**src/dcache_pkg.sv**
```systemverilog
/* Data cache shared definitions */

package dcache_pkg;

    // ==================================================
    // Geometry
    // ==================================================
    localparam int ADDR_W         = 32;
    localparam int DATA_W         = 32;
    // Two ways are hard wired in the LRU and hit logic
    localparam int NUM_WAYS       = 2;
    localparam int NUM_SETS       = 8;
    localparam int WORDS_PER_LINE = 4;

    // ==================================================
    // Address fields
    // ==================================================
    // Address layout is tag | set | word | byte
    localparam int BYTE_OFF_W = 2;
    localparam int WORD_OFF_W = 2;
    localparam int SET_W      = 3;
    localparam int TAG_W      = ADDR_W - SET_W - WORD_OFF_W - BYTE_OFF_W;

    // Request sequencing in the controller
    typedef enum logic [2:0] {
        IDLE,
        WRITE_BACK,
        FILL,
        WRITE_MERGE,
        READ_OK
    } ctrl_state_e;

    // AXI burst master states
    typedef enum logic [2:0] {
        B_IDLE,
        B_AW,
        B_W,
        B_B,
        B_AR,
        B_R
    } burst_state_e;

endpackage

```
**src/dcache_burst_engine.sv**
```systemverilog
/* AXI line burst master */

`timescale 1ns/1ps

module dcache_burst_engine (
    input  logic                                clk,
    input  logic                                rst_n,
    input  logic                                wb_start,
    input  logic                                fill_start,
    input  logic [dcache_pkg::ADDR_W-1:0]       line_addr,
    input  logic                                line_way,
    input  logic [dcache_pkg::SET_W-1:0]        line_set,
    input  logic [dcache_pkg::DATA_W-1:0]       rdata_b,
    input  logic                                awready,
    input  logic                                wready,
    input  logic                                bvalid,
    input  logic                                arready,
    input  logic                                rvalid,
    input  logic [dcache_pkg::DATA_W-1:0]       rdata,
    input  logic                                rlast,
    output logic                                done,
    output logic                                fill_we,
    output logic                                fill_way,
    output logic [dcache_pkg::SET_W-1:0]        fill_set,
    output logic [dcache_pkg::WORD_OFF_W-1:0]   fill_word,
    output logic [dcache_pkg::DATA_W-1:0]       fill_data,
    output logic                                rd_way_b,
    output logic [dcache_pkg::SET_W-1:0]        rd_set_b,
    output logic [dcache_pkg::WORD_OFF_W-1:0]   rd_word_b,
    output logic                                awvalid,
    output logic [dcache_pkg::ADDR_W-1:0]       awaddr,
    output logic                                wvalid,
    output logic [dcache_pkg::DATA_W-1:0]       wdata,
    output logic                                wlast,
    output logic                                bready,
    output logic                                arvalid,
    output logic [dcache_pkg::ADDR_W-1:0]       araddr,
    output logic                                rready
);

    dcache_pkg::burst_state_e               state;
    logic [dcache_pkg::WORD_OFF_W-1:0]      ptr;
    logic [dcache_pkg::ADDR_W-1:0]          addr_q;
    logic                                   way_q;
    logic [dcache_pkg::SET_W-1:0]           set_q;
    logic                                   last_word;

    assign last_word = (ptr == dcache_pkg::WORD_OFF_W'(dcache_pkg::WORDS_PER_LINE - 1));

    always_ff @(posedge clk) begin
        if (!rst_n) begin
            state <= dcache_pkg::B_IDLE;
            ptr   <= '0;
            done  <= 1'b0;
        end else begin
            done <= 1'b0;
            case (state)
                dcache_pkg::B_IDLE: begin
                    ptr <= '0;
                    if (wb_start) begin
                        state <= dcache_pkg::B_AW;
                    end else if (fill_start) begin
                        state <= dcache_pkg::B_AR;
                    end
                end
                dcache_pkg::B_AW: if (awready) state <= dcache_pkg::B_W;
                dcache_pkg::B_W: begin
                    if (wready) begin
                        ptr <= ptr + 1'b1;
                        if (last_word) state <= dcache_pkg::B_B;
                    end
                end
                dcache_pkg::B_B: begin
                    if (bvalid) begin
                        state <= dcache_pkg::B_IDLE;
                        done  <= 1'b1;
                    end
                end
                dcache_pkg::B_AR: if (arready) state <= dcache_pkg::B_R;
                dcache_pkg::B_R: begin
                    if (rvalid) begin
                        ptr <= ptr + 1'b1;
                        if (rlast) begin
                            state <= dcache_pkg::B_IDLE;
                            done  <= 1'b1;
                        end
                    end
                end
                default: state <= dcache_pkg::B_IDLE;
            endcase
        end
    end

    // Line address and location held for the whole burst
    always_ff @(posedge clk) begin
        if (state == dcache_pkg::B_IDLE && (wb_start || fill_start)) begin
            addr_q <= line_addr;
            way_q  <= line_way;
            set_q  <= line_set;
        end
    end

    // ==================================================
    // AXI channel outputs
    // ==================================================
    assign awvalid = (state == dcache_pkg::B_AW);
    assign awaddr  = addr_q;
    assign wvalid  = (state == dcache_pkg::B_W);
    assign wdata   = rdata_b;
    assign wlast   = wvalid && last_word;
    assign bready  = (state == dcache_pkg::B_B);
    assign arvalid = (state == dcache_pkg::B_AR);
    assign araddr  = addr_q;
    assign rready  = (state == dcache_pkg::B_R);

    // Fill writes and write-back reads share the word pointer
    assign fill_we   = rready && rvalid;
    assign fill_way  = way_q;
    assign fill_set  = set_q;
    assign fill_word = ptr;
    assign fill_data = rdata;
    assign rd_way_b  = way_q;
    assign rd_set_b  = set_q;
    assign rd_word_b = ptr;

endmodule

```
**config.mk**
```make
export PLATFORM = sky130hd
export DESIGN_NAME = dcache_burst_engine
export DESIGN_NICKNAME = d
export VERILOG_FILES = /design/src/dcache_pkg.sv /design/src/dcache_burst_engine.sv
export SDC_FILE = /design/constraint.sdc
export NUM_CORES = 1
export LEC_CHECK = 0
export BUFFER_PORTS_ARGS = -buffer_cell sky130_fd_sc_hd__buf_2
export CORE_AREA = 2 2 99 101
export CTS_CLUSTER_DIAMETER = 60
export DETAILED_ROUTE_END_ITERATION = 10
export DIE_AREA = 0 0 101 103
export PLACE_DENSITY = 0.71
export SYNTH_ARGS = -nofsm -noshare
export SYNTH_HDL_FRONTEND = slang
export SYNTH_SLANG_ARGS = --single-unit
```
**constraint.sdc**
```tcl
create_clock -name clk -period 10.26 [get_ports clk]
set_input_delay 2.052 -clock clk [delete_from_list [all_inputs] [get_ports clk]]
set_output_delay 2.052 -clock clk [all_outputs]
set_load 0.03 [all_outputs]
```
==> results.toml <==
[detailed_routing]
detail_route.vias_per_cell = 4.18
first_iter_violations = 38
routedWlPerCell_um = 13.9
wl_met1_um = 1700
routed.top_layer = "met5"
postRouteAntennaNets = 0
wl_met2_um = 2390
num_vias = 1462
drc = 0
wirelength_um = 4880
dr_wl_met3_um = 632
firstDrtPassIters = 5

[logic_synthesis]
synth_seq_cells = 42
ys_seq_area_share_pct = 51.1
syn_area_um2 = 2350
syn_avg_cell_area_um2 = 11.5
synth_edf_count = 36
synthDistinctLibCells = 35
async_reset_ff_share_pct = 0
ys_warn_count = 0
synth_fp_nets = 315
synthCells = 204
synth-main-ff-cell = "edfxtp_1"

[floorplan]
placementRows = 36
dieArea_um2 = 10400
die_y_um = 103
die_width_um = 101
core_um2 = 9460
ioPinCount = 258
start_util_pct = 24.8

[sta]
fin_crit_ps = 4670
setup-tns-final_ps = 0
fin_crit_sh_pct = 45.5
rsz0062_at_grt = "false"
clock-skew-final_ps = 11.0
holdWs_ps = 555
slew_headroom_pct = 58.7
clock.fmax_ghz = 0.214
finalMaxSlewViolations = 0
max_slew.worst_pin.slew_ps = 619
hold_viol_final = 0
setup_violations = 0

[worst_setup_path]
end_kind = "primary output"
worstSetupPathType = "input pin to primary output"
path_max_fanout = 4
ff2ff_setup_slack_ps = 8460
r2r_end = "state[0]$_SDFFE_PN0P_"
start_kind = "input pin"
cp.required_ps = 8210
critPathArrivalTime_ps = 2620
rr_startpoint = "state[0]$_SDFFE_PN0P_"
ff2ff_path_depth = 3

[cells_and_area]
n_fill_cell = 979
drive_gt1_share_pct = 61.0
final_nets = 346
ff_latch_area_um2 = 1200
final_cell_area_um2 = 2450
multiInputGateArea_um2 = 354
antenna_cells = 0
area_growth_pct = 4.53

[global_routing]
grt_pass1_wl_um = 6610
antenna_found_initial = 2
overflow = 0
grt_usage_pct = 8.57
grt_start_max_net_pins = 37
grt_pass1_vias = 1270

[pwr]
leakagePower_nw = 1.11
p_total_uw = 769
irDropWorstVdd_mv = 0.0984
powerDensity_nw_per_um2 = 313

[clocking]
htreeDepth = 2
cts_root_buffer = "clkbuf_8"
post_cts_resized = 0
clkSinkCount = 42
ctsLongestPathBuffers = 2
cts_hold_buffers = 0
numCtsBuffers = 5
cts_tree = "yes"
clk_pin_slew_worst_paths_ps = 90
post-cts-setup-buffer-count = 0
clk_latency_ps = 300

[hold_path]
worstHoldStart = "fill_word[1]$_SDFFE_PN0P_"
hold_path_depth = 2
min_to = "fill_word[1]$_SDFFE_PN0P_"
hp-class = "flip-flop to flip-flop"

[place]
numPortBuffers = 129
hpwl_um = 3850
placedInstanceArea_um2 = 2370
gp_congestion = 0.779

[outcome]
status = "completed"

[flow_run]
maxCapViolCount = 0
-- power by group --
group	switching (mW)	leakage, nW	internal (mW)	total [mW]
combinational	0.276	0.669	0.0952	0.371
clock	0.0578	0.0416	0.0466	0.104
sequential	0.0384	0.400	0.255	0.294
total	0.372	1.11	0.397	0.769
-- cells in the final DEF, fill, tap and decap left out, types with 2 or more instances in the layout --
cell type / synthesis / final
a21boi_1: 2 / 2
a21oi_1: 4 / 4
and2_1: 2 / 2
buf_2: 2 / 129
clkbuf_8: 0 / 5
dfxtp_1: 6 / 6
edfxtp_1: 36 / 36
inv_1: 4 / 4
nand2_1: 7 / 7
nand2b_1: 2 / 2
nand3_1: 3 / 3
nor2_1: 7 / 7
nor3_1: 2 / 2
o21ai_0: 4 / 4
-- metrics by stage --
step           instances  util [%]  setup slack [ps]
2_1_floorplan        204         -              5620
3_5_place_dp         342      25.1              5580
3_3_place_gp         342      25.1              5610
6_report             350      26.0              5590
4_1_cts              350      26.0              5580
5_1_grt              350      26.0              5490
-- cell usage after synthesis (2+ instances only) --
cell type	n	area share [%]
o21ai_0	4	0.85
nand2_1	7	1.1
nor2_1	7	1.1
a21boi_1	2	0.64
nor3_1	2	0.43
edfxtp_1	36	46
a21oi_1	4	0.85
nand3_1	3	0.64
and2_1	2	0.53
inv_1	4	0.64
buf_4	102	33
nand2b_1	2	0.53
dfxtp_1	6	5.1
buf_2	2	0.43
-- registers in the layout, indices dropped and copies added (netlist names) --
name / flops
state: 3
done: 1
fill_word: 2
fill_set: 3
fill_way: 1
araddr: 32
-- cells by family after synthesis --
logic type	synth area share, %
buffers and inverters	34.1
flip-flops	51.1
AND/OR/NAND/NOR	7.14
AO/OA/AOI/OAI	5.17
multiplexers	1.86
adder cells (fa/ha/maj)	0.533
-- layout make-up --
type	instances	area share [%]
clock buffers	5	2.80
clock inverters	3	0.663
inverters	5	0.765
multi-input cells	51	14.4
flip-flops and latches	42	48.9
well taps	114	5.81
repair buffers	130	26.6
-- worst max-delay path, cell delays in order --
cell and delay (ps):
buf_2 120, nand2_1 90, nor2_1 140, buf_2 210
-- per-layer routing --
| metal | track usage [%] | vias up |
|---|---|---|
| li1 | - | 647 |
| met1 | 8.07 | 666 |
| met2 | 14.6 | 128 |
| met3 | 4.47 | 17 |
| met4 | 5.72 | 4 |
| met5 | 0 | - |
-- worst max path at each step --
stage                     startpoint                   to  cells past startpoint
after detailed placement      rvalid              fill_we                      4
after floorplan             wb_start  araddr[0]$_DFFE_PP_                      2
final                         rvalid              fill_we                      4
after global routing          rvalid              fill_we                      4
after CTS                     rvalid              fill_we                      4
after global placement        rvalid              fill_we                      4
No activity file was read; power rests on OpenSTA's default activity.
