<file path="src/dcache_pkg.sv">
/* Data cache shared definitions */

package dcache_pkg;

    // ==================================================
    // Geometry
    // ==================================================
    localparam int ADDR_W         = 32;
    localparam int DATA_W         = 32;
    // Two ways are hard wired in the LRU and hit logic
    localparam int NUM_WAYS       = 2;
    localparam int NUM_SETS       = 8;
    localparam int WORDS_PER_LINE = 4;

    // ==================================================
    // Address fields
    // ==================================================
    // Address layout is tag | set | word | byte
    localparam int BYTE_OFF_W = 2;
    localparam int WORD_OFF_W = 2;
    localparam int SET_W      = 3;
    localparam int TAG_W      = ADDR_W - SET_W - WORD_OFF_W - BYTE_OFF_W;

    // Request sequencing in the controller
    typedef enum logic [2:0] {
        IDLE,
        WRITE_BACK,
        FILL,
        WRITE_MERGE,
        READ_OK
    } ctrl_state_e;

    // AXI burst master states
    typedef enum logic [2:0] {
        B_IDLE,
        B_AW,
        B_W,
        B_B,
        B_AR,
        B_R
    } burst_state_e;

endpackage

</file>
<file path="src/dcache_tag_store.sv">
/* Cache tag and LRU store */

`timescale 1ns/1ps

module dcache_tag_store (
    input  logic                           clk,
    input  logic                           rst_n,
    input  logic [dcache_pkg::SET_W-1:0]   lookup_set,
    input  logic [dcache_pkg::TAG_W-1:0]   lookup_tag,
    input  logic                           touch,
    input  logic                           touch_way,
    input  logic                           meta_write,
    input  logic                           meta_way,
    input  logic [dcache_pkg::SET_W-1:0]   meta_set,
    input  logic [dcache_pkg::TAG_W-1:0]   meta_tag,
    input  logic                           meta_dirty,
    input  logic                           cpu_we,
    input  logic                           cpu_way,
    input  logic [dcache_pkg::SET_W-1:0]   cpu_set,
    output logic                           hit,
    output logic                           hit_way,
    output logic                           victim_way,
    output logic                           victim_dirty,
    output logic [dcache_pkg::TAG_W-1:0]   victim_tag
);

    logic [dcache_pkg::TAG_W-1:0] tags  [dcache_pkg::NUM_WAYS][dcache_pkg::NUM_SETS];
    logic                         valid [dcache_pkg::NUM_WAYS][dcache_pkg::NUM_SETS];
    logic                         dirty [dcache_pkg::NUM_WAYS][dcache_pkg::NUM_SETS];
    logic                         lru   [dcache_pkg::NUM_SETS];
    logic                         match0;
    logic                         match1;

    // Compare both ways of the set
    assign match0 = valid[0][lookup_set] && (tags[0][lookup_set] == lookup_tag);
    assign match1 = valid[1][lookup_set] && (tags[1][lookup_set] == lookup_tag);
    assign hit     = match0 || match1;
    assign hit_way = match1;

    // LRU bit names the way to replace
    assign victim_way   = lru[lookup_set];
    assign victim_dirty = valid[victim_way][lookup_set] && dirty[victim_way][lookup_set];
    assign victim_tag   = tags[victim_way][lookup_set];

    always_ff @(posedge clk) begin
        if (!rst_n) begin
            for (int s = 0; s < dcache_pkg::NUM_SETS; s++) begin
                lru[s] <= 1'b0;
                for (int w = 0; w < dcache_pkg::NUM_WAYS; w++) begin
                    valid[w][s] <= 1'b0;
                    dirty[w][s] <= 1'b0;
                end
            end
        end else begin
            if (touch) begin
                lru[lookup_set] <= ~touch_way;
            end
            if (meta_write) begin
                valid[meta_way][meta_set] <= 1'b1;
                dirty[meta_way][meta_set] <= meta_dirty;
            end
            if (cpu_we) begin
                dirty[cpu_way][cpu_set] <= 1'b1;
            end
        end
    end

    // Tag array written on a line fill
    always_ff @(posedge clk) begin
        if (meta_write) begin
            tags[meta_way][meta_set] <= meta_tag;
        end
    end

endmodule

</file>
<file path="config.mk">
export PLATFORM = sky130hd
export DESIGN_NAME = dcache_tag_store
export DESIGN_NICKNAME = d
export VERILOG_FILES = /design/src/dcache_pkg.sv /design/src/dcache_tag_store.sv
export SDC_FILE = /design/constraint.sdc
export NUM_CORES = 1
export LEC_CHECK = 0
export ABC_AREA = 1
export BUFFER_PORTS_ARGS = -buffer_cell sky130_fd_sc_hd__buf_4
export CELL_PAD_IN_SITES_DETAIL_PLACEMENT = 1
export CELL_PAD_IN_SITES_GLOBAL_PLACEMENT = 1
export CORE_ASPECT_RATIO = 1.75
export CORE_MARGIN = 3
export CORE_UTILIZATION = 40
export CTS_CLUSTER_SIZE = 8
export DETAILED_ROUTE_END_ITERATION = 8
export MAX_ROUTING_LAYER = met4
export PLACE_DENSITY = 0.67
export SYNTH_ARGS = -nofsm -noshare
export SYNTH_HDL_FRONTEND = slang
export SYNTH_SLANG_ARGS = --single-unit
</file>
<file path="constraint.sdc">
create_clock -name clk -period 4.13 [get_ports clk]
set_input_delay 0.2065 -clock clk [delete_from_list [all_inputs] [get_ports clk]]
set_output_delay 0.2065 -clock clk [all_outputs]
set_load 0.05 [all_outputs]
</file>
==> out/results.ini, run 1 <==
[detailed_routing]
drtAntennaViolNets=0
detail_route.vias_per_cell=5.61
route.vias.total=19900
dr.pass1.iters=5
drt_first_iter_violations=1469
wire_per_inst_um=25.3
drc_errors=0
drt-total-wl_mm=89.7

[layout]
synthesis_to_layout_area_growth_pct=15.5
drive_gt1_share_pct=8.60
final_cell_mix=nand2_1 (1083), edfxtp_1 (400), inv_1 (224)
final_nets=2892
mostFrequentLayoutCell=nand2_1

[floorplan]
core_area_um2=55300
rows=114
die_area_um2=59100
die_width_um=185
chipHeight_um=319
floorplan.initialDensity_pct=40.6
pin_count=97

[timing]
timing.fmax_mhz=277
report.final.setup_viol=0
timing.clock.skew_ps=0
fin_setup_tns_ps=0
worstMarginPinSlew_ps=1170
finalHoldViolations=0
max_slew_margin_pct=21.3
number_of_pins_exceeding_their_max_slew_limit_in_the_final_report=0
min_period_over_period_pct=87.3
finalWorstPathRequiredPeriod_ps=3610
rsz0062_at_grt=no

[setup_path]
cp_slowest_stage_delay_ps=730
worst-path-buf-inv=4
cp_num_cells=16
critical_path.most_common_cell=nand2_1
setup.worst_path.end_class=output pin
crit_required_ps=3920
critical-path-top-delay-family=simple AND/OR/NAND/NOR gates
regToRegStartpoint=dirty[1][6]
r2r_cells=2
crit_path_start_kind=flop
cells_along_the_critical_path=inv_1, nand2_1, nand3_1, nand2_1, nor2_4, nand2_8, buf_12, nand2_1, o21ai_0, nand2_1, nand2_1, nand2_1, nand2_1, inv_1, nand2_1, buf_4
critical_path_class=reg2out
slowest_stage=buf_12
worst_ep_arrival_time_ps=3400
setup.worst_path.start=lru[5]
critical_path_peak_fanout=241

[place]
portBuffers=96
hpwl_mm=56.8
gpl.final_weighted_congestion=0.877

[synthesis]
number_of_distinct_library_cell_variants_in_the_gate_level_netlist_after_synthesis=31
post_synth_instance_area_um2=22500
seq_area_frac_synth_pct=57.1
yosys_warnings=0
number_of_register_bits_inferred_by_synthesis=440
synthCells=2721
syn_avg_cell_area_um2=8.25
synth.net_count=2789

[run]
reported_max_cap_violation_count=0

[clock_network]
cts.reportedPaths.clkPinSlew_ps=50
tritoncts_num_sinks=440
cell_at_the_root_of_the_clock_tree=clkbuf_16
cts-buffers-inserted=60
worst_skew_pair.late_latency_ps=600
clock_path_buffers=3
cts_tree=yes
htree_num_levels=2

[min_path]
hp-start=rst_n
min-delay-path-class=in2reg
min_path_cells=2

[global_route]
first_pass_grt_wire_length_mm=131
number_of_antenna_violations_at_the_first_check_in_global_routing=3
grt_start_max_net_pins=242
grt.overflow.total=0
first_global_vias=21000
grt_util_all_layers_pct=31.0

[pwr]
p_per_area_nw_per_um2=419
cellLeakagePower_nw=11.1
total_power_mw=10.9
peakVddDrop_mv=0.371

[run_status]
result_of_the_run=complete, no violations

-- registers in the layout, indices dropped and copies added (netlist names) --
name   cells
dirty     16
lru        8
tags     400
valid     16
-- cell families (layout without fill, tap and decap cells) --
kind of cell              Yosys count  after routing  synth area share [%]
and+or+nand+nor                  1488           1488                  26.3
DFF                               440            440                  57.1
AOI/OAI and AO/OA                 415            415                  9.80
buffers and inverters             377            506                  6.84
xor gates and xnor gates            1              1                0.0390
other                               0              1                     0
-- worst paths after layout --
path | end | slack, ps
setup / recovery | victim_tag[6] | 520
hold / removal | valid[0][2] | 20
setup reg to reg | dirty[1][6] | 3470
hold reg to reg | valid[1][7] | 480
-- layout make-up --
| class | instances | area (µm²) |
|---|---|---|
| Clock buffer | 86 | 1620 |
| Multi-Input combinational cell | 1904 | 8200 |
| Fill cell | 6644 | 29400 |
| Inverter | 236 | 892 |
| Clock inverter | 2 | 17.5 |
| Antenna cell | 1 | 2.50 |
| Timing Repair Buffer | 182 | 1510 |
| Tap cell | 696 | 871 |
| Sequential cell | 440 | 12800 |
-- report_power, final --
part / total, mW / internal, mW / switching [mW]
Sequential: 4.99 / 4.96 / 0.0386
Clock: 4.54 / 2.65 / 1.89
Combinational: 1.33 / 0.357 / 0.969
Total: 10.9 / 7.97 / 2.90
-- worst register-to-register path, cell delays in order (launching register included) --
cell and delay (ps):
dfxtp_1 370, nand3_1 90, o211ai_1 110
-- what timing repair did --
item                                   4_1_cts  5_1_grt
setup buffers                                0        0
resized for setup                            0        0
hold buffers                                30        0
endpoints found under the hold margin      420        0
-- Yosys cell counts (all sizes together) --
| cell | number | area [µm²] |
|---|---|---|
| o21ai | 248 | 1240 |
| o21a | 2 | 15.0 |
| nand3 | 144 | 721 |
| and2 | 1 | 6.26 |
| nand4 | 15 | 93.8 |
| nand2 | 1087 | 4100 |
| a21oi | 116 | 592 |
| a22o | 2 | 17.5 |
| inv | 236 | 886 |
| clkbuf | 40 | 150 |
| xor2 | 1 | 8.76 |
| a21boi | 1 | 7.51 |
| buf | 101 | 500 |
| nor3 | 12 | 60.1 |
| edfxtp | 400 | 12000 |
| nor2 | 224 | 877 |
| nand3b | 5 | 37.5 |
| o211ai | 29 | 218 |
| dfxtp | 40 | 801 |
| a211oi | 3 | 22.5 |
| o22ai | 14 | 87.6 |
-- stage by stage --
step / std cells / util (%) / cell area, µm² / hold WS [ps] / setup slack (ps)
after floorplan: 2721 / - / 22500 / 305 / 1090
after global placement: 3428 / 43.3 / 24000 / 450 / 647
after detailed placement: 3428 / 43.3 / 24000 / 469 / 594
after CTS: 3546 / 46.8 / 25900 / 2.59 / 533
after global routing: 3547 / 46.8 / 25900 / 20.2 / 241
final: 3547 / 46.8 / 25900 / 20.7 / 524
-- metal layers --
metal / part of all wire [%] / wire, µm / vias up / GRT usage (%)
li1: - / - / 9131 / -
met1: 39 / 34800 / 9898 / 36.0
met4: 5.6 / 5030 / 0 / 15.3
met3: 5.2 / 4670 / 236 / 4.07
met2: 50 / 45300 / 626 / 52.6
met5: 0 / 0 / - / -
No activity file was read; power rests on OpenSTA's default activity.
==> inputs of run 2 (changes only) <==
--- a/config.mk
+++ b/config.mk
@@ -9,7 +9,6 @@
 export BUFFER_PORTS_ARGS = -buffer_cell sky130_fd_sc_hd__buf_4
 export CELL_PAD_IN_SITES_DETAIL_PLACEMENT = 1
 export CELL_PAD_IN_SITES_GLOBAL_PLACEMENT = 1
-export CORE_ASPECT_RATIO = 1.75
 export CORE_MARGIN = 3
 export CORE_UTILIZATION = 40
 export CTS_CLUSTER_SIZE = 8
==> out/results.ini, run 2 (synthesis gave the netlist of run 1 again) <==
[run_status]
result_of_the_run=complete, no violations

[floorplan]
core_area_um2=55300  ; about the same
chipHeight_um=243  ; -24%
die_area_um2=59000  ; -0.19%
die_width_um=243  ; +31%
floorplan.initialDensity_pct=40.6  ; about the same
rows=86  ; -25%
pin_count=97  ; unchanged

[min_path]
worst_hold_path.endpoint=dirty[1][3]
hp-start=cpu_set[0]
min-delay-path-class=in2reg
min_path_cells=4  ; +2

[timing]
max_slew_margin_pct=9.97  ; -11 points
final_setup_margin_ps=432  ; -91.7 ps
report.final.setup_viol=0  ; unchanged
timing.clock.skew_ps=0  ; unchanged
fin_setup_tns_ps=0  ; unchanged
finalHoldViolations=0  ; unchanged
rsz0062_at_grt=no
timing.fmax_mhz=270  ; -2.5%
finalWorstPathRequiredPeriod_ps=3700  ; +91.7 ps
number_of_pins_exceeding_their_max_slew_limit_in_the_final_report=0  ; unchanged
worstMarginPinSlew_ps=1340  ; +169 ps
min_period_over_period_pct=89.5  ; +2.2 points

[detailed_routing]
dr.pass1.iters=5  ; unchanged
drc_errors=0  ; unchanged
detail_route.vias_per_cell=5.51  ; -1.8%
route.vias.total=19800  ; -0.66%
drtAntennaViolNets=0  ; unchanged
drt-total-wl_mm=88.1  ; -1.8%
drt_first_iter_violations=1707  ; +16%
wire_per_inst_um=24.6  ; -2.9%

[pwr]
total_power_mw=10.8  ; -0.25%
power.combinational.fraction_pct=12.1  ; about the same
intPower_mw=7.96  ; about the same
peakVddDrop_mv=0.312  ; -16%
sequentialPowerShare_pct=46.1  ; about the same
clockPowerShare_pct=41.8  ; about the same
p_per_area_nw_per_um2=417  ; -0.45%
netSwitchingFraction_pct=26.5  ; -0.16 points
cellLeakagePower_nw=11.1  ; about the same
power_switching_mw=2.87  ; -0.85%

[place]
dpl.cell_count=3480  ; +1.5%
gpl.final_weighted_congestion=0.945  ; +7.8%
portBuffers=96  ; unchanged
hpwl_mm=54.1  ; -4.8%
detailedPlace.worstSlack_ps=697  ; +103 ps

[layout]
synthesis_to_layout_area_growth_pct=15.7
final_cell_mix=nand2_1 (1083), edfxtp_1 (400), inv_1 (223)
drive_gt1_share_pct=8.67  ; +0.069 points
final_util_pct=47.0  ; +0.12 points
largest_register_ffs=400  ; unchanged
top_register=tags
fin_cells=3587  ; +1.1%
n_antenna_cell=0  ; -1
final_nets=2893  ; +0.035%
mostFrequentLayoutCell=nand2_1
registers_with_the_most_flip_flops=tags x400, dirty x16, valid x16

[run]
reported_max_cap_violation_count=0  ; unchanged

[setup_path]
cp_slowest_stage_delay_ps=470  ; -260 ps
r2r_cells=2  ; unchanged
worst-path-buf-inv=4  ; unchanged
crit_required_ps=3920  ; about the same
cells_along_the_critical_path=inv_1, nand2_1, nand3_1, nand2_1, nor2_4, nand2_8, clkinv_2, buf_4, nor2_1, nor2_1, o21ai_0, nand4_1, buf_4
slowest_stage=buf_4
critical_path_class=reg2out
critical_path_peak_fanout=31  ; -87%
cp_num_cells=13  ; -3
rrSetupSlack_ps=3490  ; +20 ps
worst_ep_arrival_time_ps=3490  ; +90 ps
crit_path_start_kind=flop
critical-path-top-delay-family=simple AND/OR/NAND/NOR gates
worst_r2r_endpoint=valid[1][5]
setup.worst_path.end_class=output pin
regToRegStartpoint=valid[1][5]

[clock_network]
clock_path_buffers=3  ; unchanged
cts.reportedPaths.clkPinSlew_ps=50  ; about the same
cell_at_the_root_of_the_clock_tree=clkbuf_16
worst_skew_pair.late_latency_ps=620  ; +20 ps
htree_num_levels=2  ; unchanged
tritoncts_num_sinks=440  ; unchanged
cts_tree=yes
cts-buffers-inserted=61  ; +1.7%
postCtsResizedCells=0  ; unchanged

[global_route]
grt_start_max_net_pins=191  ; -21%
grt_util_all_layers_pct=30.5  ; -0.51 points
first_pass_grt_wire_length_mm=131  ; -0.29%
number_of_antenna_violations_at_the_first_check_in_global_routing=1  ; -2
first_global_vias=20300  ; -3.4%
grt.overflow.total=0  ; unchanged

==> run 2: layer usage <==
layer | GRT usage (%) | part of all wire (%) | up-vias
li1 | - | - | 9122
met1 | 39.4 | 43 | 9863
met2 | 50.6 | 48 | 615
met4 | 8.75 | 2.8 | 0
met3 | 4.00 | 6.1 | 160
met5 | - | 0 | -
==> run 2: layout make-up <==
cell class / count / area [µm²]
clock buffer: 72 / 1590
sequential: 440 / 12800
tap: 748 / 936
clock inverter: 5 / 48.8
inverter: 236 / 892
multi-input combinational: 1904 / 8200
fill: 6576 / 29300
timing repair buffer: 182 / 1500
==> run 2: through the flow <==
| step | hold WS [ps] | area (µm²) |
|---|---|---|
| finish | 34.6 | 26000 |
| global route | 63.2 | 26000 |
| CTS | 8.71 | 26000 |
| detailed placement | 459 | 24000 |
| global placement | 449 | 24000 |
| floorplan | 305 | 22500 |
==> run 2: power by group through the flow <==
stage | registers (mW) | clock network, mW | logic, mW
after floorplan | 5.07 | 0 | 0.749
final | 4.99 | 4.53 | 1.32
after global placement | 5.08 | 0 | 1.26
after detailed placement | 5.08 | 0 | 1.28
after CTS | 4.99 | 4.59 | 1.31
after global routing | 5.00 | 4.76 | 1.43
==> run 2: repair_timing <==
action / in CTS / in global routing
hold buffers: 30 / 0
setup buffers: 0 / 0
endpoints found under the hold margin: 421 / 0
setup endpoints to repair: 0 / 0
==> run 2: worst max-delay path by stage <==
stage / startpoint / endpoint
detailed placement: lookup_set[0] / victim_tag[9]
floorplan: meta_way / dirty[1][1]
global route: lru[5] / victim_tag[9]
global placement: lookup_set[2] / victim_tag[9]
CTS: lru[5] / victim_tag[9]
finish: lru[5] / victim_tag[9]
==> run 2: tightest hold or removal path, stage by stage <==
cell      delay, ps
buf_4            80
nor2_1          120
nand3_1         110
o211ai_1         80
