$ cat config.mk
export PLATFORM = sky130hd
export DESIGN_NAME = dcache_ctrl
export DESIGN_NICKNAME = d
export VERILOG_FILES = /design/src/dcache_pkg.sv /design/src/dcache_ctrl.sv
export SDC_FILE = /design/constraint.sdc
export NUM_CORES = 1
export LEC_CHECK = 0
export BUFFER_PORTS_ARGS = -buffer_cell sky130_fd_sc_hd__buf_2
export CAP_MARGIN = 20
export CORE_AREA = 2 2 123 125
export CTS_CLUSTER_SIZE = 25
export DETAILED_ROUTE_END_ITERATION = 7
export DIE_AREA = 0 0 125 127
export PLACE_DENSITY_LB_ADDON = 0.05
export SYNTH_ARGS = -nofsm -noshare
export SYNTH_HDL_FRONTEND = slang
export SYNTH_SLANG_ARGS = --single-unit
$ cat constraint.sdc
create_clock -name clk -period 7 [get_ports clk]
set_clock_uncertainty 0.2 [all_clocks]
set_input_delay 0.35 -clock clk [delete_from_list [all_inputs] [get_ports clk]]
set_output_delay 0.35 -clock clk [all_outputs]
set_load 0.05 [all_outputs]
$ cat src/dcache_pkg.sv
/* Data cache shared definitions */

package dcache_pkg;

    // ==================================================
    // Geometry
    // ==================================================
    localparam int ADDR_W         = 32;
    localparam int DATA_W         = 32;
    // Two ways are hard wired in the LRU and hit logic
    localparam int NUM_WAYS       = 2;
    localparam int NUM_SETS       = 8;
    localparam int WORDS_PER_LINE = 4;

    // ==================================================
    // Address fields
    // ==================================================
    // Address layout is tag | set | word | byte
    localparam int BYTE_OFF_W = 2;
    localparam int WORD_OFF_W = 2;
    localparam int SET_W      = 3;
    localparam int TAG_W      = ADDR_W - SET_W - WORD_OFF_W - BYTE_OFF_W;

    // Request sequencing in the controller
    typedef enum logic [2:0] {
        IDLE,
        WRITE_BACK,
        FILL,
        WRITE_MERGE,
        READ_OK
    } ctrl_state_e;

    // AXI burst master states
    typedef enum logic [2:0] {
        B_IDLE,
        B_AW,
        B_W,
        B_B,
        B_AR,
        B_R
    } burst_state_e;

endpackage

$ cat src/dcache_ctrl.sv
/* Cache request controller */

`timescale 1ns/1ps

module dcache_ctrl (
    input  logic                                clk,
    input  logic                                rst_n,
    input  logic [dcache_pkg::ADDR_W-1:0]       address,
    input  logic [dcache_pkg::DATA_W-1:0]       write_data,
    input  logic                                req_valid,
    input  logic                                req_write,
    input  logic [dcache_pkg::DATA_W/8-1:0]     byte_enable,
    input  logic                                read_ack,
    input  logic                                hit,
    input  logic                                hit_way,
    input  logic                                victim_way,
    input  logic                                victim_dirty,
    input  logic [dcache_pkg::TAG_W-1:0]        victim_tag,
    input  logic                                done,
    input  logic [dcache_pkg::DATA_W-1:0]       rdata_a,
    output logic                                req_ready,
    output logic                                read_valid,
    output logic [dcache_pkg::DATA_W-1:0]       read_data,
    output logic [dcache_pkg::SET_W-1:0]        lookup_set,
    output logic [dcache_pkg::TAG_W-1:0]        lookup_tag,
    output logic                                touch,
    output logic                                touch_way,
    output logic                                meta_write,
    output logic                                meta_way,
    output logic [dcache_pkg::SET_W-1:0]        meta_set,
    output logic [dcache_pkg::TAG_W-1:0]        meta_tag,
    output logic                                meta_dirty,
    output logic                                cpu_we,
    output logic                                cpu_way,
    output logic [dcache_pkg::SET_W-1:0]        cpu_set,
    output logic [dcache_pkg::WORD_OFF_W-1:0]   cpu_word,
    output logic [dcache_pkg::DATA_W-1:0]       cpu_wdata,
    output logic [dcache_pkg::DATA_W/8-1:0]     cpu_be,
    output logic                                rd_way_a,
    output logic [dcache_pkg::SET_W-1:0]        rd_set_a,
    output logic [dcache_pkg::WORD_OFF_W-1:0]   rd_word_a,
    output logic                                wb_start,
    output logic                                fill_start,
    output logic [dcache_pkg::ADDR_W-1:0]       line_addr,
    output logic                                line_way,
    output logic [dcache_pkg::SET_W-1:0]        line_set
);

    localparam int LOW_W = dcache_pkg::WORD_OFF_W + dcache_pkg::BYTE_OFF_W;

    dcache_pkg::ctrl_state_e                state;
    logic                                   idle;
    logic                                   accept;
    logic                                   miss;
    logic                                   fill_done;
    logic [dcache_pkg::TAG_W-1:0]           a_tag;
    logic [dcache_pkg::SET_W-1:0]           a_set;
    logic [dcache_pkg::WORD_OFF_W-1:0]      a_word;

    // Held request
    logic                                   pend_write;
    logic                                   pend_way;
    logic [dcache_pkg::TAG_W-1:0]           pend_tag;
    logic [dcache_pkg::SET_W-1:0]           pend_set;
    logic [dcache_pkg::WORD_OFF_W-1:0]      pend_word;
    logic [dcache_pkg::DATA_W-1:0]          pend_data;
    logic [dcache_pkg::DATA_W/8-1:0]        pend_be;

    assign a_tag  = address[dcache_pkg::ADDR_W-1 -: dcache_pkg::TAG_W];
    assign a_set  = address[LOW_W +: dcache_pkg::SET_W];
    assign a_word = address[dcache_pkg::BYTE_OFF_W +: dcache_pkg::WORD_OFF_W];

    assign idle      = (state == dcache_pkg::IDLE);
    assign req_ready = idle;
    assign accept    = req_valid && req_ready;
    assign miss      = accept && !hit;
    assign fill_done = (state == dcache_pkg::FILL) && done;

    // ==================================================
    // Tag store and data store ports
    // ==================================================
    // Live address while idle, held request otherwise
    assign lookup_set = idle ? a_set : pend_set;
    assign lookup_tag = idle ? a_tag : pend_tag;
    assign touch      = (accept && hit) || fill_done;
    assign touch_way  = idle ? hit_way : pend_way;

    assign meta_write = fill_done;
    assign meta_way   = pend_way;
    assign meta_set   = pend_set;
    assign meta_tag   = pend_tag;
    assign meta_dirty = pend_write;

    // Write hits land in IDLE, write misses merge after the fill
    assign cpu_we    = (accept && hit && req_write) || (state == dcache_pkg::WRITE_MERGE);
    assign cpu_way   = idle ? hit_way : pend_way;
    assign cpu_set   = idle ? a_set : pend_set;
    assign cpu_word  = idle ? a_word : pend_word;
    assign cpu_wdata = idle ? write_data : pend_data;
    assign cpu_be    = idle ? byte_enable : pend_be;

    assign rd_way_a   = pend_way;
    assign rd_set_a   = pend_set;
    assign rd_word_a  = pend_word;
    assign read_data  = rdata_a;
    assign read_valid = (state == dcache_pkg::READ_OK);

    // Burst requests send a dirty victim line before the fill
    assign wb_start   = miss && victim_dirty;
    assign fill_start = (miss && !victim_dirty) || ((state == dcache_pkg::WRITE_BACK) && done);
    assign line_addr  = idle ? {(victim_dirty ? victim_tag : a_tag), a_set, LOW_W'(0)}
                             : {pend_tag, pend_set, LOW_W'(0)};
    assign line_way   = idle ? victim_way : pend_way;
    assign line_set   = idle ? a_set : pend_set;

    always_ff @(posedge clk) begin
        if (!rst_n) begin
            state <= dcache_pkg::IDLE;
        end else begin
            case (state)
                dcache_pkg::IDLE: begin
                    if (accept && hit && !req_write) begin
                        state <= dcache_pkg::READ_OK;
                    end else if (miss) begin
                        state <= victim_dirty ? dcache_pkg::WRITE_BACK : dcache_pkg::FILL;
                    end
                end
                dcache_pkg::WRITE_BACK: if (done) state <= dcache_pkg::FILL;
                dcache_pkg::FILL: begin
                    if (done) begin
                        state <= pend_write ? dcache_pkg::WRITE_MERGE : dcache_pkg::READ_OK;
                    end
                end
                dcache_pkg::WRITE_MERGE: state <= dcache_pkg::IDLE;
                dcache_pkg::READ_OK: if (read_ack) state <= dcache_pkg::IDLE;
                default: state <= dcache_pkg::IDLE;
            endcase
        end
    end

    // Every accepted request is captured
    always_ff @(posedge clk) begin
        if (accept) begin
            pend_write <= req_write;
            pend_way   <= hit ? hit_way : victim_way;
            pend_tag   <= a_tag;
            pend_set   <= a_set;
            pend_word  <= a_word;
            pend_data  <= write_data;
            pend_be    <= byte_enable;
        end
    end

endmodule

==> summary.md, run 1 <==
| Metric | Value |
|---|---|
| Status | `completed` |
| # setup viols final | `0` |
| Synth-to-layout area growth | `42.2%` |
| Die Height | `127 um` |
| Syn_area_per_cell | `9.24 um2` |
| CTS tree | `yes` |
| Main area contributors after synthesis | `edfxtp_1 51%, nand2_1 19%, buf_4 9.3%, mux2i_1 6.2%, o21ai_0 3.1%` |
| Fin. max-slew vios | `0` |
| Area leader, netlist | `edfxtp_1` |
| Initial antenna violation count | `0` |
| Final setup margin | `3.25 ns` |
| Fin crit share | `53.5%` |
| Slew @ Worst Pin | `0.979 ns` |
| Num CTS Buffers | `9` |
| WP data arrival | `3.20 ns` |
| Die area | `15900 um2` |
| Max VDD drop | `0.170 mV` |
| Highest net fanout along the worst path | `94` |
| Final Instance Area | `5730 um2` |
| Leak Pwr | `2.90 nW` |
| Clock Latency Late Sink | `0.33 ns` |
| Die width | `125 um` |
| Share of the synthesized area in the top cell type | `50.7%` |
| Max-slew headroom | `34.7%` |
| Most common flop cell mapped by yosys | `edfxtp_1` |
| Yosys Warn Count | `0` |
| Hpwl dp | `8880 um` |
| Yosys reg bits | `71` |
| Port Buffers | `246` |
| Core area | `14400 um2` |
| Largest net degree at the start of global routing | `95` |
| CP Capture Type | `output port` |
| Post-synthesis cell type count | `32` |
| Mapped Area | `4030 um2` |
| Gr ovfl total | `0` |
| Most frequent cell after synthesis | `nand2_1` |
| Initial core utilization | `27.9%` |
| RePlAce Congestion | `0.792` |
| CP startpoint kind | `flop` |
| Post-Layout Cell Count | `858` |
| Syn Inst Count | `436` |
| PwrDens | `342 nW/um2` |
| Drt pass-1 iters | `4` |
| Nets | `804` |
| Max cap viols | `0` |
| RSZ-0062 raised after global routing | `no` |
| Final Hold Vio Count | `0` |
| Crit path kind | `flop to output port` |
| Sink Count | `71` |
| Vias in the first global route | `3649` |
| H-tree depth | `3` |
| Async S/R FF share, synth | `0%` |
| DR iter-0 viols | `137` |
| Clock buffer depth | `2` |
| Peak Freq | `0.267 GHz` |
| Via count | `3747` |
| Required time of the critical path | `6.45 ns` |
| DRC viols | `0` |
| First-pass GRT wire length | `19300 um` |
| HP Class | `primary input to flop` |
| GRT Util Overall | `15.4%` |
| Routed wire length per instance | `14.7 um` |
| CTS clk-pin slew, worst paths | `0.05 ns` |
| Final ANT Viol Nets | `0` |
| Post-synth EDFFs | `68` |
| I/O pin cnt | `317` |
| Antenna Cells | `0` |
| Placed insts | `799` |
| Min cycle time layout | `3.75 ns` |
| Root Driver | `clkbuf_16` |
| TNS Setup | `0 ns` |
| Synth cell count leaders | `206 x nand2_1, 68 x edfxtp_1, 50 x buf_4, 25 x mux2i_1, 25 x o21ai_0` |
| Rows | `44` |
| Overall routed net length | `12600 um` |
| Sequential area share after synthesis | `52.2%` |
| Routed vias/inst | `4.37` |
| Layout cells sized above 1 | `39.6%` |
| Place WS | `3.54 ns` |
| Post-DP Area | `4990 um2` |
[placed cells by master (no fill, tap or decap), types with 2 or more instances in the layout]
| cell | Yosys | layout |
|---|---|---|
| clkbuf_16 | 0 | 9 |
| dfxtp_1 | 3 | 3 |
| a31oi_1 | 4 | 4 |
| inv_2 | 2 | 2 |
| inv_1 | 3 | 3 |
| buf_2 | 14 | 246 |
| nand2_1 | 206 | 206 |
| a21o_1 | 2 | 2 |
| o21ai_0 | 25 | 25 |
| edfxtp_1 | 68 | 68 |
| clkinv_1 | 0 | 2 |
| nand2b_1 | 2 | 2 |
| mux2i_1 | 25 | 25 |
| dlygate4sd3_1 | 0 | 43 |
| clkbuf_1 | 2 | 2 |
| bufinv_16 | 0 | 2 |
| buf_4 | 50 | 3 |
| nor3_1 | 3 | 3 |
| conb_1 | 1 | 4 |
| a21oi_1 | 4 | 4 |
[area by class of cell]
| type | count | area (um2) |
|---|---|---|
| Fill cell | 1530 | 8700 |
| Sequential cell | 71 | 2100 |
| Timing Repair Buffer | 292 | 1680 |
| Multi-Input combinational cell | 290 | 1390 |
| Clock buffer | 11 | 233 |
| Tap cell | 184 | 230 |
| Clock inverter | 5 | 72.6 |
| Inverter | 5 | 18.8 |
[through the flow]
step / hold slack, ns / utilization [%] / total power, mW
final: 0.0209 / 39.7 / 1.96
after global routing: 0.00200 / 39.7 / 2.05
after CTS: 0.000245 / 39.7 / 1.99
after detailed placement: 0.344 / 34.6 / 1.48
after global placement: 0.341 / 34.6 / 1.48
after floorplan: 0.249 / - / 1.34
[worst paths after layout]
| kind | from | to | slack, ns | cells after the start |
|---|---|---|---|---|
| setup reg to reg | state[1]$_SDFFE_PN0P_ | state[0]$_SDFFE_PN0P_ | 4.99 | 4 |
| hold / removal | address[22] | meta_tag[15]$_DFFE_PN_ | 0.02 | 1 |
| hold reg to reg | meta_dirty$_DFFE_PN_ | state[0]$_SDFFE_PN0P_ | 0.47 | 2 |
| setup / recovery | state[1]$_SDFFE_PN0P_ | touch_way | 3.25 | 6 |
[critical path, cell delays in order, from the launching register on]
cell     delay [ns]
dfxtp_1        0.43
or3_4          0.78
inv_2          0.51
buf_4          0.55
nand2_1        0.10
nand2_1        0.14
buf_2          0.30
[registers in the layout, summed over array words and instances, names as in the netlist]
signal	flops
state	3
pend_data	32
meta_way	1
rd_word_a	2
meta_tag	25
meta_set	3
pend_be	4
meta_dirty	1
[power by group]
part           total, mW  internal [mW]  switching [mW]  leakage (nW)
combinational      0.946          0.193           0.752          2.07
clock              0.478          0.309           0.169         0.149
sequential         0.537          0.518          0.0189         0.678
total               1.96           1.02           0.941          2.90
[routing by layer]
metal  vias to the layer above  routed length (um)  GRT usage (%)
met5                         -                   0              0
met4                         0                 216           5.49
met3                        25                 959           5.57
met2                       164                6400           26.5
met1                      1691                5060           17.7
li1                       1867                   -              -
[timing repair]
item	in CTS	in global routing
endpoints found under the hold margin	43	0
buffers inserted	0	0
hold buffers	43	0
setup endpoints to repair	0	0
gates resized for setup	0	0
[logic make-up after synthesis]
family / Yosys count / synth area share, %
simple gates: 221 / 22.2
buf+inv: 78 / 13.7
flops: 71 / 52.2
compound gates: 39 / 5.40
mux: 26 / 6.49
other cells: 1 / 0.0931
(Power assumes the default switching activity.)
==> run 2: changes to the inputs <==
==> constraint.sdc (replaced) <==
create_clock -name clk -period 3.7 [get_ports clk]
set_clock_uncertainty 0.2 [all_clocks]
set_input_delay 0.185 -clock clk [delete_from_list [all_inputs] [get_ports clk]]
set_output_delay 0.185 -clock clk [all_outputs]
set_load 0.05 [all_outputs]
==> summary.md, run 2 (synthesis results as in run 1) <==
| Metric | Value |
|---|---|
| R2R depth | `5` |
| PwrDens | `629 nW/um2` |
| Sink Count | `71` |
| H-tree depth | `3` |
| Antenna Cells | `0` |
| GRT Util Overall | `15.1%` |
| Gr ovfl total | `0` |
| # fillers | `1498` |
| Max-slew headroom | `37.8%` |
| RePlAce Congestion | `0.757` |
| Initial antenna violation count | `0` |
| Beginning of the worst hold path | `req_valid` |
| Largest net degree at the start of global routing | `94` |
| Highest net fanout along the worst path | `93` |
| Hold slack | `0.0412 ns` |
| # setup viols final | `0` |
| HP Class | `primary input to flop` |
| Max stage delay on crit path | `0.72 ns` |
| Largest reg by FF count | `pend_data` |
| TNS Setup | `0 ns` |
| Crit path kind | `flop to output port` |
| CP Capture Type | `output port` |
| WP data arrival | `2.45 ns` |
| Port Buffers | `246` |
| Die Height | `127 um` |
| Fin. max-slew vios | `0` |
| Root Driver | `clkbuf_16` |
| Final ANT Viol Nets | `0` |
| DRC viols | `0` |
| Routed met1 length | `5030 um` |
| Critical path, cell by cell | `or3_4 > buf_4 > nand2_1 > o21ai_0 > buf_2` |
| Met3 WL post-DR | `843 um` |
| Min cycle time layout | `2.84 ns` |
| Required time of the critical path | `3.31 ns` |
| Layout cells sized above 1 | `38.8%` |
| Fin crit share | `76.7%` |
| Die width | `125 um` |
| Worst Hold Path Cells | `4` |
| Status | `completed` |
| Slowest cell on the critical path | `buf_4` |
| CTS clk-pin slew, worst paths | `0.06 ns` |
| Initial core utilization | `27.9%` |
| Hpwl dp | `8500 um` |
| End of the worst hold path | `state[0]$_SDFFE_PN0P_` |
| Vias in the first global route | `3753` |
| I/O pin cnt | `317` |
| CP startpoint kind | `flop` |
| Total Power | `3.82 mW` |
| Overall routed net length | `12500 um` |
| Max cap viols | `0` |
| Leak Pwr | `3.05 nW` |
| Most frequent cells in the layout | `246 x buf_2, 206 x nand2_1, 71 x dlygate4sd3_1, 68 x edfxtp_1` |
| CTS tree | `yes` |
| Postcts setup bufs | `0` |
| Max VDD drop | `0.356 mV` |
| Highest routed metal layer | `met4` |
| Nets | `834` |
| Flop2flop setup slack | `1.18 ns` |
| DR iter-0 viols | `172` |
| Met2 WL | `6360 um` |
| Final Hold Vio Count | `0` |
| First-pass GRT wire length | `19100 um` |
| Clock buffer depth | `2` |
| Slew @ Worst Pin | `0.933 ns` |
| Synth-to-layout area growth | `50.7%` |
| Start of the worst register-to-register path | `state[1]$_SDFFE_PN0P_` |
| Commonest non-fill, non-tap cell in the layout | `buf_2` |
| Max reg flops | `32` |
| Num CTS Buffers | `9` |
| Core area | `14400 um2` |
| Drt pass-1 iters | `4` |
| RSZ-0062 raised after global routing | `no` |
| Rows | `44` |
| R2r endpoint | `state[2]$_SDFFE_PN0P_` |
| Routed vias/inst | `4.35` |
| Routed wire length per instance | `14.0 um` |
| Die area | `15900 um2` |
| Peak Freq | `0.352 GHz` |
| Clock Latency Late Sink | `0.33 ns` |
| Via count | `3864` |
## run 2: changes by cell type in the layout (fill, tap and decap cells not counted), sizes merged
cell         previous run  this run
buf                   249       251
bufinv                  2         3
clkbuf                 11        10
clkinv                  3         2
dlygate4sd3            43        71
inv                     5         6
## run 2: area by class of cell
| type | count | area, um2 | area share [%] |
|---|---|---|---|
| Multi-Input combinational cell | 290 | 1390 | 22.9 |
| Timing Repair Buffer | 322 | 1990 | 32.8 |
| Clock buffer | 10 | 229 | 3.77 |
| Inverter | 5 | 18.8 | 0.309 |
| Tap cell | 184 | 230 | 3.79 |
| Clock inverter | 6 | 108 | 1.77 |
| Sequential cell | 71 | 2100 | 34.6 |
## run 2: worst max-delay path by stage
stage | from | endpoint | slack (ns) | cells past startpoint
final | state[1]$_SDFFE_PN0P_ | line_addr[24] | 0.86 | 5
after global routing | state[0]$_SDFFE_PN0P_ | line_addr[9] | 0.62 | 5
after detailed placement | state[1]$_SDFFE_PN0P_ | line_addr[15] | 1.16 | 5
after CTS | state[1]$_SDFFE_PN0P_ | line_addr[15] | 0.80 | 5
after floorplan | state[1]$_SDFFE_PN0P_ | wb_start | -0.08 | 3
after global placement | state[0]$_SDFFE_PN0P_ | line_addr[15] | 1.15 | 5
## run 2: metal layers
metal,vias up,track usage [%]
met5,-,0
met4,0,5.75
met3,27,4.65
met2,156,27.6
met1,1760,16.5
li1,1921,-
## run 2: per-stage QoR
stage                     worst slack, ns  utilization, %  std cells  area, um2
final                               0.861            42.1        888       6070
after global routing                0.622            42.1        888       6070
after CTS                           0.797            42.1        888       6070
after detailed placement             1.16            34.8        801       5020
after global placement               1.15            34.8        801       5020
after floorplan                   -0.0835               -        439       4050
## run 2: where the power goes
group / switching (mW) / leakage (nW) / internal [mW]
Combinational: 1.42 / 2.21 / 0.396
Sequential: 0.0348 / 0.678 / 0.979
Clock: 0.329 / 0.164 / 0.657
## run 2: worst max-delay path, delay by kind of cell (launching register included)
family | cells | cell delay (ns)
DFF | 1 | 0.56
buffers and inverters | 2 | 1.02
and+or+nand+nor | 2 | 0.37
AOI/OAI and AO/OA | 1 | 0.13
## run 2: what timing repair did
item	in CTS	in global routing
gates resized for setup	0	0
hold buffers	71	0
hold endpoints to repair	70	0
endpoints found under the setup margin	0	0
